## src/include/groovy_defs.svh

```systemverilog
// memory map constants
// power-up modeline, 256x240 at divider 16
`ifndef GROOVY_DEFS_SVH
`define GROOVY_DEFS_SVH

//////////////////// memory map
localparam mem_addr_t HEADER_ADDR     = 28'd0;    // frame header word
localparam mem_addr_t MODELINE_ADDR   = 28'd8;    // modeline record
localparam mem_addr_t PIXEL_BASE_ADDR = 28'd256;  // first pixel word
localparam burst_t    MODELINE_WORDS  = 8'd2;     // record burst length
localparam int        MODELINE_BITS   = 88;       // packed record width

//////////////////// default modeline
localparam h_len_t  DEF_H      = 16'd256;
localparam porch_t  DEF_HFP    = 8'd10;
localparam porch_t  DEF_HS     = 8'd24;
localparam porch_t  DEF_HBP    = 8'd41;
localparam h_len_t  DEF_V      = 16'd240;
localparam porch_t  DEF_VFP    = 8'd2;
localparam porch_t  DEF_VS     = 8'd3;
localparam porch_t  DEF_VBP    = 8'd16;
localparam ce_div_t DEF_CE_DIV = 8'd16;   // 1 pixel per 16 system clocks
`endif

```

## src/hdl/groovy_pkg.sv

```systemverilog
// shared width typedefs, FSM state and command enums
// memory map and default modeline constants
`default_nettype none

package groovy_pkg;

	//////////////////// widths
	typedef logic [63:0] mem_word_t;    // one memory data word
	typedef logic [27:0] mem_addr_t;    // word address
	typedef logic [7:0]  burst_t;       // words per burst
	typedef logic [23:0] rgb_t;         // r, g, b bytes
	typedef logic [23:0] frame_t;       // frame number
	typedef logic [23:0] pix_count_t;   // pixels in a frame
	typedef logic [15:0] h_len_t;       // active width / height
	typedef logic [7:0]  porch_t;       // porch and sync lengths
	typedef logic [7:0]  ce_div_t;      // pixel clock divider

	//////////////////// enums
	typedef enum logic [2:0] {
		st_idle,        // wait for host command
		st_mode_req,    // modeline burst in flight
		st_mode_load,   // apply record, wait mem ack low
		st_hdr_req,     // header burst in flight
		st_hdr_check,   // compare frame with last one done
		st_chunk_req,   // pixel chunk burst
		st_pixel_out,   // drain chunk to sink
		st_done         // cmd ack handshake
	} blit_state_t;

	typedef enum logic {
		op_switchres,
		op_blit
	} cmd_op_t;

	// constants use the typedefs above
	`include "groovy_defs.svh"

endpackage

`default_nettype wire

```

## src/hdl/blit_fsm.sv

```systemverilog
// command FSM for switchres and blit
// runs the cmd and memory handshakes, drains chunks to the pixel port
`timescale 1ns/10ps
`default_nettype none

module blit_fsm
	import groovy_pkg::*;
#(
	parameter int CHUNK_PIXELS = 8
) (
	input  wire            clk_sys,
	input  wire            arst_n,
	// host command
	input  wire            cmd_req,
	input  wire cmd_op_t   cmd_op,
	output logic           cmd_ack,
	// memory read port
	output logic           mem_req,
	output mem_addr_t      mem_addr,
	output burst_t         mem_burst,
	input  wire            mem_valid,
	input  wire mem_word_t mem_data,
	input  wire            mem_ack,
	// chunk buffer side
	output logic           word_we,
	output logic [7:0]     pix_idx,
	input  wire rgb_t      chunk_pix,
	// pixel sink
	output logic           pix_valid,
	output rgb_t           pix_rgb,
	input  wire            pix_ready,
	// status
	output logic           mode_load,
	output frame_t         last_frame
);

	localparam int         CHUNK_WORDS = CHUNK_PIXELS * 3 / 8;   // 24 bit pixels, 64 bit words
	localparam logic [7:0] LAST_IDX    = 8'(CHUNK_PIXELS - 1);

	blit_state_t state;
	frame_t      hdr_frame;   // frame number from header
	pix_count_t  pix_left;    // pixels still owed to the sink

	// buffer fills on every data word of a modeline or chunk burst
	assign word_we   = mem_valid && (state == st_mode_req || state == st_chunk_req);
	assign pix_valid = (state == st_pixel_out);
	assign pix_rgb   = chunk_pix;   // held while pix_idx is held

	always_ff @(posedge clk_sys) begin
		if (state == st_hdr_req && mem_valid)
			hdr_frame <= mem_data[23:0];
	end

	//////////////////// sequencer
	always_ff @(posedge clk_sys or negedge arst_n) begin
		if (!arst_n) begin
			state      <= st_idle;
			cmd_ack    <= 1'b0;
			mem_req    <= 1'b0;
			mem_addr   <= '0;
			mem_burst  <= '0;
			mode_load  <= 1'b0;
			pix_idx    <= '0;
			pix_left   <= '0;
			last_frame <= '0;
		end else begin
			mode_load <= 1'b0;   // single cycle pulse
			case (state)
				st_idle: begin
					if (cmd_req && !mem_ack) begin   // previous burst fully closed
						mem_req <= 1'b1;
						if (cmd_op == op_switchres) begin
							mem_addr  <= MODELINE_ADDR;
							mem_burst <= MODELINE_WORDS;
							state     <= st_mode_req;
						end else begin
							mem_addr  <= HEADER_ADDR;
							mem_burst <= burst_t'(1);
							state     <= st_hdr_req;
						end
					end
				end
				st_mode_req: begin
					if (mem_ack) begin   // all words already in buffer
						mem_req   <= 1'b0;
						mode_load <= 1'b1;
						state     <= st_mode_load;
					end
				end
				st_mode_load: begin
					if (!mem_ack)
						state <= st_done;
				end
				st_hdr_req: begin
					if (mem_valid)
						pix_left <= mem_data[47:24];
					if (mem_ack) begin
						mem_req <= 1'b0;
						state   <= st_hdr_check;
					end
				end
				st_hdr_check: begin
					pix_idx <= '0;
					if (!mem_ack) begin
						if (hdr_frame <= last_frame) begin
							state <= st_done;   // stale frame, skip
						end else if (pix_left == '0) begin
							last_frame <= hdr_frame;
							state      <= st_done;
						end else begin
							mem_addr  <= PIXEL_BASE_ADDR;
							mem_burst <= burst_t'(CHUNK_WORDS);
							state     <= st_chunk_req;
						end
					end
				end
				st_chunk_req: begin
					if (!mem_req && !mem_ack) begin   // last ack gone, open next burst
						mem_req <= 1'b1;
					end else if (mem_req && mem_ack) begin
						mem_req <= 1'b0;
						state   <= st_pixel_out;
					end
				end
				st_pixel_out: begin
					if (pix_ready) begin
						pix_left <= pix_left - pix_count_t'(1);
						if (pix_left == pix_count_t'(1)) begin   // frame complete
							last_frame <= hdr_frame;
							state      <= st_done;
						end else if (pix_idx == LAST_IDX) begin   // chunk drained
							pix_idx  <= '0;
							mem_addr <= mem_addr + mem_addr_t'(CHUNK_WORDS);
							state    <= st_chunk_req;
						end else begin
							pix_idx <= pix_idx + 8'd1;
						end
					end
				end
				st_done: begin
					cmd_ack <= 1'b1;
					if (cmd_ack && !cmd_req) begin   // host released req
						cmd_ack <= 1'b0;
						state   <= st_idle;
					end
				end
				default: state <= st_idle;
			endcase
		end
	end

endmodule

`default_nettype wire

```

## src/hdl/chunk_buffer.sv

```systemverilog
// chunk buffer, shift register of memory words
// pixel mux and modeline record slice
`timescale 1ns/10ps
`default_nettype none

module chunk_buffer
	import groovy_pkg::*;
#(
	parameter int CHUNK_PIXELS = 8
) (
	input  wire                      clk_sys,
	input  wire                      arst_n,
	input  wire                      word_we,
	input  wire mem_word_t           mem_data,
	input  wire [7:0]                pix_idx,
	output rgb_t                     chunk_pix,
	output logic [MODELINE_BITS-1:0] chunk_bits
);

	localparam int CHUNK_WORDS = CHUNK_PIXELS * 3 / 8;
	localparam int CHUNK_BITS  = CHUNK_WORDS * 64;
	// a short modeline burst ends up in the top words
	localparam int MODE_LSB    = CHUNK_BITS - int'(MODELINE_WORDS) * 64;

	logic [CHUNK_BITS-1:0] chunk_q;   // word 0 lowest once a full burst is in

	//////////////////// fill
	// new word enters at the top, older words move down one slot
	always_ff @(posedge clk_sys or negedge arst_n) begin
		if (!arst_n) begin
			chunk_q <= '0;   // start empty
		end else if (word_we) begin
			chunk_q <= {mem_data, chunk_q[CHUNK_BITS-1:64]};
		end
	end

	//////////////////// read
	// pixel k at bits 24k and up, low pixel of a word first
	assign chunk_pix = chunk_q[pix_idx*24 +: 24];

	// modeline record, 88 bits from start of its burst
	assign chunk_bits = chunk_q[MODE_LSB +: MODELINE_BITS];

endmodule

`default_nettype wire

```

## src/hdl/groovy_blit_top.sv

```systemverilog
// blit engine top level
// command FSM, chunk buffer, modeline registers, pixel enable
`timescale 1ns/10ps
`default_nettype none

module groovy_blit_top
	import groovy_pkg::*;
#(
	parameter int CHUNK_PIXELS = 8   // multiple of 8, whole words per chunk
) (
	input  wire            clk_sys,
	input  wire            arst_n,
	input  wire            cmd_req,
	input  wire cmd_op_t   cmd_op,
	output logic           cmd_ack,
	output logic           mem_req,
	output mem_addr_t      mem_addr,
	output burst_t         mem_burst,
	input  wire            mem_valid,
	input  wire mem_word_t mem_data,
	input  wire            mem_ack,
	output logic           pix_valid,
	output rgb_t           pix_rgb,
	input  wire            pix_ready,
	output logic           ce_pix,
	output frame_t         last_frame,
	output h_len_t         h_active,
	output h_len_t         v_active,
	output porch_t         h_fp,
	output porch_t         h_sync,
	output porch_t         h_bp,
	output porch_t         v_fp,
	output porch_t         v_sync,
	output porch_t         v_bp,
	output ce_div_t        ce_div
);

	logic                     word_we;      // one per burst word
	logic [7:0]               pix_idx;      // pixel within chunk
	rgb_t                     chunk_pix;
	logic [MODELINE_BITS-1:0] chunk_bits;   // modeline record
	logic                     mode_load;

	blit_fsm #(.CHUNK_PIXELS(CHUNK_PIXELS)) u_fsm (.*);

	chunk_buffer #(.CHUNK_PIXELS(CHUNK_PIXELS)) u_buf (
		.clk_sys, .arst_n, .word_we, .mem_data, .pix_idx, .chunk_pix, .chunk_bits
	);

	modeline_regs u_mode (
		.clk_sys, .arst_n, .mode_load, .chunk_bits,
		.h_active, .h_fp, .h_sync, .h_bp,
		.v_active, .v_fp, .v_sync, .v_bp, .ce_div
	);

	pixel_ce_div u_ce (.clk_sys, .arst_n, .ce_div, .ce_pix);

endmodule

`default_nettype wire

```

## src/hdl/modeline_regs.sv

```systemverilog
// active modeline registers
// record unpack on load, defaults after reset
`timescale 1ns/10ps
`default_nettype none

module modeline_regs
	import groovy_pkg::*;
(
	input  wire                     clk_sys,
	input  wire                     arst_n,
	input  wire                     mode_load,
	input  wire [MODELINE_BITS-1:0] chunk_bits,
	output h_len_t                  h_active,
	output porch_t                  h_fp,
	output porch_t                  h_sync,
	output porch_t                  h_bp,
	output h_len_t                  v_active,
	output porch_t                  v_fp,
	output porch_t                  v_sync,
	output porch_t                  v_bp,
	output ce_div_t                 ce_div
);

	always_ff @(posedge clk_sys or negedge arst_n) begin
		if (!arst_n) begin   // power-up mode
			h_active <= DEF_H;
			h_fp     <= DEF_HFP;
			h_sync   <= DEF_HS;
			h_bp     <= DEF_HBP;
			v_active <= DEF_V;
			v_fp     <= DEF_VFP;
			v_sync   <= DEF_VS;
			v_bp     <= DEF_VBP;
			ce_div   <= DEF_CE_DIV;
		end else if (mode_load) begin
			// record layout, low bits first
			h_active <= chunk_bits[0  +: 16];
			h_fp     <= chunk_bits[16 +: 8];
			h_sync   <= chunk_bits[24 +: 8];
			h_bp     <= chunk_bits[32 +: 8];
			v_active <= chunk_bits[40 +: 16];
			v_fp     <= chunk_bits[56 +: 8];
			v_sync   <= chunk_bits[64 +: 8];
			v_bp     <= chunk_bits[72 +: 8];
			ce_div   <= chunk_bits[80 +: 8];   // pixel clock divider
		end
	end

endmodule

`default_nettype wire

```

## src/hdl/pixel_ce_div.sv

```systemverilog
// pixel clock enable from system clock
`timescale 1ns/10ps
`default_nettype none

module pixel_ce_div
	import groovy_pkg::*;
(
	input  wire          clk_sys,
	input  wire          arst_n,
	input  wire ce_div_t ce_div,
	output logic         ce_pix
);

	ce_div_t cnt;     // position in pixel period
	ce_div_t div_q;   // divider in use, swapped at wrap only

	always_ff @(posedge clk_sys or negedge arst_n) begin
		if (!arst_n) begin
			cnt    <= '0;
			div_q  <= DEF_CE_DIV;
			ce_pix <= 1'b0;
		end else begin
			ce_pix <= (cnt == '0);   // one pulse per period
			if (cnt == div_q - 8'd1) begin
				cnt   <= '0;
				div_q <= ce_div;   // new divider from next period on
			end else begin
				cnt <= cnt + 8'd1;
			end
		end
	end
endmodule

`default_nettype wire

```

## config.mk

```make
export PLATFORM = sky130hd
export DESIGN_NAME = groovy_blit_top
export DESIGN_NICKNAME = d
export VERILOG_FILES = /design/src/hdl/groovy_pkg.sv /design/src/hdl/blit_fsm.sv /design/src/hdl/chunk_buffer.sv /design/src/hdl/groovy_blit_top.sv /design/src/hdl/modeline_regs.sv /design/src/hdl/pixel_ce_div.sv
export VERILOG_INCLUDE_DIRS = /design/src /design/src/include
export SDC_FILE = /design/constraint.sdc
export NUM_CORES = 1
export LEC_CHECK = 0
export ABC_AREA = 1
export BUFFER_PORTS_ARGS = -buffer_cell sky130_fd_sc_hd__buf_4
export CAP_MARGIN = 10
export CORE_MARGIN = 2
export CORE_UTILIZATION = 40
export CTS_CLUSTER_SIZE = 28
export DETAILED_ROUTE_END_ITERATION = 8
export GPL_TIMING_DRIVEN = 0
export PLACE_DENSITY_LB_ADDON = 0.2
export SLEW_MARGIN = 20
export SYNTH_ARGS = -nofsm -noshare
export SYNTH_HDL_FRONTEND = slang
export SYNTH_SLANG_ARGS = --single-unit
```

## constraint.sdc

```tcl
create_clock -name clk_sys -period 3.67 [get_ports clk_sys]
set_input_delay 0.734 -clock clk_sys [delete_from_list [all_inputs] [get_ports clk_sys]]
set_output_delay 0.734 -clock clk_sys [all_outputs]
set_load 0.005 [all_outputs]
```

# After elaboration in Yosys (flattened, before gate mapping)
# Cells that the tools add are included.
# totals
input_bits	71
word_cells	138
regBits	419
out_inout_bits	176
# op_classes
n_lt_le_gt_ge	1
n_addsub	5
eq_ne	29
n_mul	1
shifts	1
muxes	52
reduce_logical	26
# ops
cell	count
two-way mux 28 bit	7
indexed part select 192 x 14 -> 24 bit	1
two-way mux 24 bit	7
case mux 24 bit (2 select lines)	2
case mux 28 bit (3 select lines)	1
two-way mux 8 bit	8
two-way mux 3 bit	12
case mux 8 bit (2 select lines)	2
adder 28 x 2 -> 28 bit (second input constant)	1
== test 24 x 1 -> 1 bit (second input constant)	1
less-or-equal comparator 24 bit	1
logical NOT 24 bit	1
case mux 3 bit (8 select lines)	1
subtractor 24 x 1 -> 24 bit (second input constant)	1
inequality test 2 bit (second input constant)	10
adder 8 x 1 -> 8 bit (second input constant)	2
inequality test 2 x 1 -> 1 bit (second input constant)	7
== test 3 bit (second input constant)	4
multiplier 8 x 2 -> 10 bit (second input constant)	1
AND reduction 10 bit	1
== test 8 x 3 -> 1 bit (second input constant)	1
== test 8 bit	1
logical NOT 8 bit	1
AND reduction 8 bit	1
20 further kinds	40

# Longest topological paths before layout
# depth
ltp_word	5
depth_mapped	17
ltp_nobuf	16

# Modules after synthesis
# Synthesis repeated with hierarchy kept, for this count alone.
# unflattened
hier_cells	2773
hier_area_um2	21700.8
# by_module_without_submodules
mod	instances	seq_area_each_um2	area_per_inst_um2	cells_each
chunk_buffer	1	4804.6	9858.2	1300
blit_fsm	1	3022.9	7422.1	957
modeline_regs	1	2223.4	3344.5	372
pixel_ce_div	1	426.7	1076.0	144

# Worst setup path after synthesis
# OpenSTA, ideal clock, no wires.
# synth_path
kind	register -> register
from	reg u_fsm.state[2]
to	reg u_fsm.hdr_frame[0] (enable)
required_ns	3.265
path_stages_with_launch	5
n_path_buf	1
arrival_time_ns	1.810
period_less_slack_ns	2.215
slack_ns	1.455
setup_ns	0.405
path_cell_list	dfrtp_1 > buf_2 > inv_1 > nand3_1 > nor2_1
# synth_between
elab_chain_cells	2
# synth_rtl
element	line	source
from (decl)	blit_fsm.sv:40	blit_state_t state;
from (signal assigned)	blit_fsm.sv:57	state <= st_idle;
from (signal assigned)	blit_fsm.sv:75	state <= st_mode_req;
from (signal assigned)	blit_fsm.sv:79	state <= st_hdr_req;
== test 3 x 2 -> 1 bit	blit_fsm.sv:50	if (state == st_hdr_req && mem_valid)
logical AND 1 bit	blit_fsm.sv:50	
to (signal assigned)	blit_fsm.sv:51	hdr_frame <= mem_data[23:0];
to (decl)	blit_fsm.sv:41	frame_t hdr_frame;
# No other way between the ends.
# A chain may end at the register's enable or synchronous reset.

# Final worst setup path
# layout_path
from	reg u_fsm.pix_idx[1]
to	out pix_rgb[1]
# layout_between
elab_chain_cells	2
# layout_rtl
element	line	source
from (decl)	blit_fsm.sv:26	output logic [7:0] pix_idx,
from (signal assigned)	blit_fsm.sv:136	pix_idx <= pix_idx + 8'd1;
multiplier 8 x 2 -> 10 bit	chunk_buffer.sv:39	assign chunk_pix = chunk_q[pix_idx*24 +: 24];
indexed part select 192 x 14 -> 24 bit	chunk_buffer.sv:39	
to (decl)	groovy_blit_top.sv:23	output rgb_t pix_rgb,
# No other way between the ends.

==> impl_metrics.env <==
export IMPL_status="completed"
export IMPL_setup_violations=0
export IMPL_ys_ff_latch=413
export IMPL_antenna_found_initial=3
export IMPL_tightest_slew_ns=0.894
export IMPL_seqPwrFrac_pct=37.4
export IMPL_p_leak_nw=11.6
export IMPL_clock_sinks=413
export IMPL_hpwl_um=54400
export IMPL_cellPowerDensity_nw_per_um2=873
export IMPL_avgSynthCellArea_sq_um=8.52
export IMPL_maxSlewViolCount=0
export IMPL_path_clk_slew_ns=0.06
export IMPL_critPathCaptureType="primary output"
export IMPL_fin_crit_sh_pct=98.3
export IMPL_critical_path_class="flip-flop to primary output"
export IMPL_die_y_um=227
export IMPL_pwr_share_clk_pct=22.2
export IMPL_cts_tree="built"
export IMPL_netlist_cell_type_count=49
export IMPL_async_flop_share_pct=94.2
export IMPL_maxCapViolCount=0
export IMPL_numCtsBuffers=47
export IMPL_grt_util_all_layers_pct=27.8
export IMPL_arrival_ns=2.87
export IMPL_nets=2748
export IMPL_hold_viol=0
export IMPL_rsz0062_at_grt="true"
export IMPL_via_per_inst=5.26
export IMPL_grt_ovfl_total=0
export IMPL_yosys_warnings=0
export IMPL_post_cts_setup_buffers=0
export IMPL_p_int_mw=12.4
export IMPL_fin_skew_ns=0.0160
export IMPL_netlist_area_sq_um=20000
export IMPL_die_w_um=227
export IMPL_grt_max_degree=102
export IMPL_avgRoutedWirePerCell_um=21.3
export IMPL_dieArea_sq_um=51800
export IMPL_worstPathRequired_ns=2.94
export IMPL_htreeDepth=2
export IMPL_synthFlopType="dfrtp_1"
export IMPL_whs_ns=0.0855
export IMPL_slew_headroom_pct=40.4
export IMPL_drive_gt1_share_pct=18.6
export IMPL_clock_latency_ns=0.59
export IMPL_max_vdd_ir_drop_uv=386
export IMPL_portBuffers=240
export IMPL_grt_pass1_vias=17100
export IMPL_swShare_pct=41.4
export IMPL_stdcell_count=3348
export IMPL_hp_class="input pin to async pin"
export IMPL_netlist_top_cells_area="dfrtp_1 46%, nand2_1 8.5%, o21ai_0 6.1%"
export IMPL_initial_core_util_pct=40.6
export IMPL_combPwrFrac_pct=40.4
export IMPL_drtIter0Drc=1676
export IMPL_rows=81
export IMPL_grt_pass1_wl_um=106000
export IMPL_ios=247
export IMPL_yosysTopAreaCell="dfrtp_1"
export IMPL_fin_crit_ns=3.61
export IMPL_path_max_fanout=10
export IMPL_synth_cells=2345
export IMPL_routed_wl_um=71500
export IMPL_clock_fmax_mhz=277
export IMPL_start_kind="flip-flop"
export IMPL_setup_tns_final_ns=0
export IMPL_synthMostInstantiatedCell="nand2_1"
export IMPL_drcViolationCount=0
export IMPL_synth_edf_count=24
export IMPL_area_growth_pct=21.8
export IMPL_dr_pass1_iters=7
export IMPL_coreArea_sq_um=49200
export IMPL_synth_top_area_share_pct=46.5
export IMPL_synthTopCellsByCount="450 x nand2_1, 371 x dfrtp_1, 295 x nor2_1"
export IMPL_cts_max_path_buffers=3
export IMPL_cts_root_buf="clkbuf_16"
export IMPL_vias=17600
export IMPL_dp_cells=3259
export IMPL_synth_seq_area_share_pct=52.4
export IMPL_p_sw_mw=8.80
export IMPL_detail_route_antenna_nets=0
export IMPL_place_gp_congestion=0.981
[logic make-up after synthesis]
| logic type | share of synthesized area [%] |
|---|---|
| and+or+nand+nor | 19.6 |
| AOI/OAI and AO/OA | 13.6 |
| DFF | 52.4 |
| buffers and inverters | 7.56 |
| muxes | 2.71 |
| xor gates and xnor gates | 2.06 |
| adders and majority gates | 2.07 |
| other | 0.0188 |
[flip-flops by register name, indices dropped and copies added, names as in the netlist, 16 cells and up]
signal,count
u_fsm.last_frame,24
u_fsm.mem_addr,28
u_fsm.pix_left,24
u_mode.v_active,16
u_mode.h_active,16
u_fsm.hdr_frame,24
u_buf.chunk_q,192
[cell usage in the layout, fill, tap and decap left out, types with 10 or more instances in the layout]
master	count
buf_6	10
o211ai_1	18
nand4_1	42
clkbuf_1	68
dfstp_2	18
nor3_1	19
nand2_1	450
o21ai_0	242
xnor2_1	14
clkbuf_16	48
buf_1	14
mux2_2	48
dfrtp_1	371
buf_4	252
clkinv_2	10
ha_1	33
nor2_1	294
buf_2	39
inv_1	212
a31oi_1	22
nand3_1	85
nor2_2	10
xor2_1	33
edfxtp_1	24
a21oi_1	218
[worst max-delay path, cell delays in order (launching register included)]
cell      delay, ns
dfrtp_1        0.38
clkbuf_1       0.69
buf_1          0.49
o211ai_1       0.19
a31oi_1        0.35
buf_4          0.18
[through the flow]
stage	power (mW)	instance area [sq um]	utilization, %	setup WS [ns]
finish	21.2	24300	49.5	0.0618
global route	22.6	24300	49.5	-0.0885
CTS	21.3	24300	49.4	0.0491
detailed placement	16.5	22800	46.3	0.694
global placement	16.3	22600	46.0	-2.10
floorplan	12.2	20000	-	1.46
[timing repair]
action                     in CTS  in global routing
resized for setup               0                  7
hold buffers                    0                  0
setup endpoints to repair       0                 19
[power groups by stage]
stage               Clock (mW)  Sequential (mW)  Combinational (mW)
floorplan                    0             7.46                4.74
global placement             0             7.94                8.34
detailed placement           0             7.98                8.52
CTS                       4.79             7.92                8.55
global route              4.97             8.14                9.47
finish                    4.72             7.95                8.58
[routing by layer]
| metal | track usage, % | vias to the layer above | routed length [um] |
|---|---|---|---|
| li1 | - | 8270 | - |
| met1 | 37.5 | 8561 | 30500 |
| met2 | 44.4 | 652 | 33000 |
| met3 | 5.25 | 136 | 5050 |
| met4 | 10.6 | 0 | 2830 |
| met5 | 0 | - | 0 |
[area by class of cell]
class                           count  area [sq um]
Fill cell                        4779         24800
Clock inverter                     21           205
Antenna cell                        2          5.00
Buffer                            133           674
Multi-Input combinational cell   1581          8040
Sequential cell                   413         10500
Inverter                          223           841
Clock buffer                       66          1320
Tap cell                          664           831
Timing Repair Buffer              245          1940
[worst paths after layout]
check	start	to	slack, ns	cells past startpoint
min in group clk_sys	mem_data[8]	u_fsm.hdr_frame[8]	0.35	1
setup reg to reg	u_fsm.mode_load	u_mode.h_active[15]	1.28	4
max in group asynchronous	arst_n	u_mode.h_bp[5]	2.30	3
setup / recovery	u_fsm.pix_idx[1]	pix_rgb[1]	0.06	5
hold / removal	arst_n	u_ce.cnt[5]	0.09	1
hold reg to reg	u_fsm.mem_burst[1]	u_fsm.mem_burst[1]	0.48	2
Note: power is estimated with default switching activity, not from simulation.
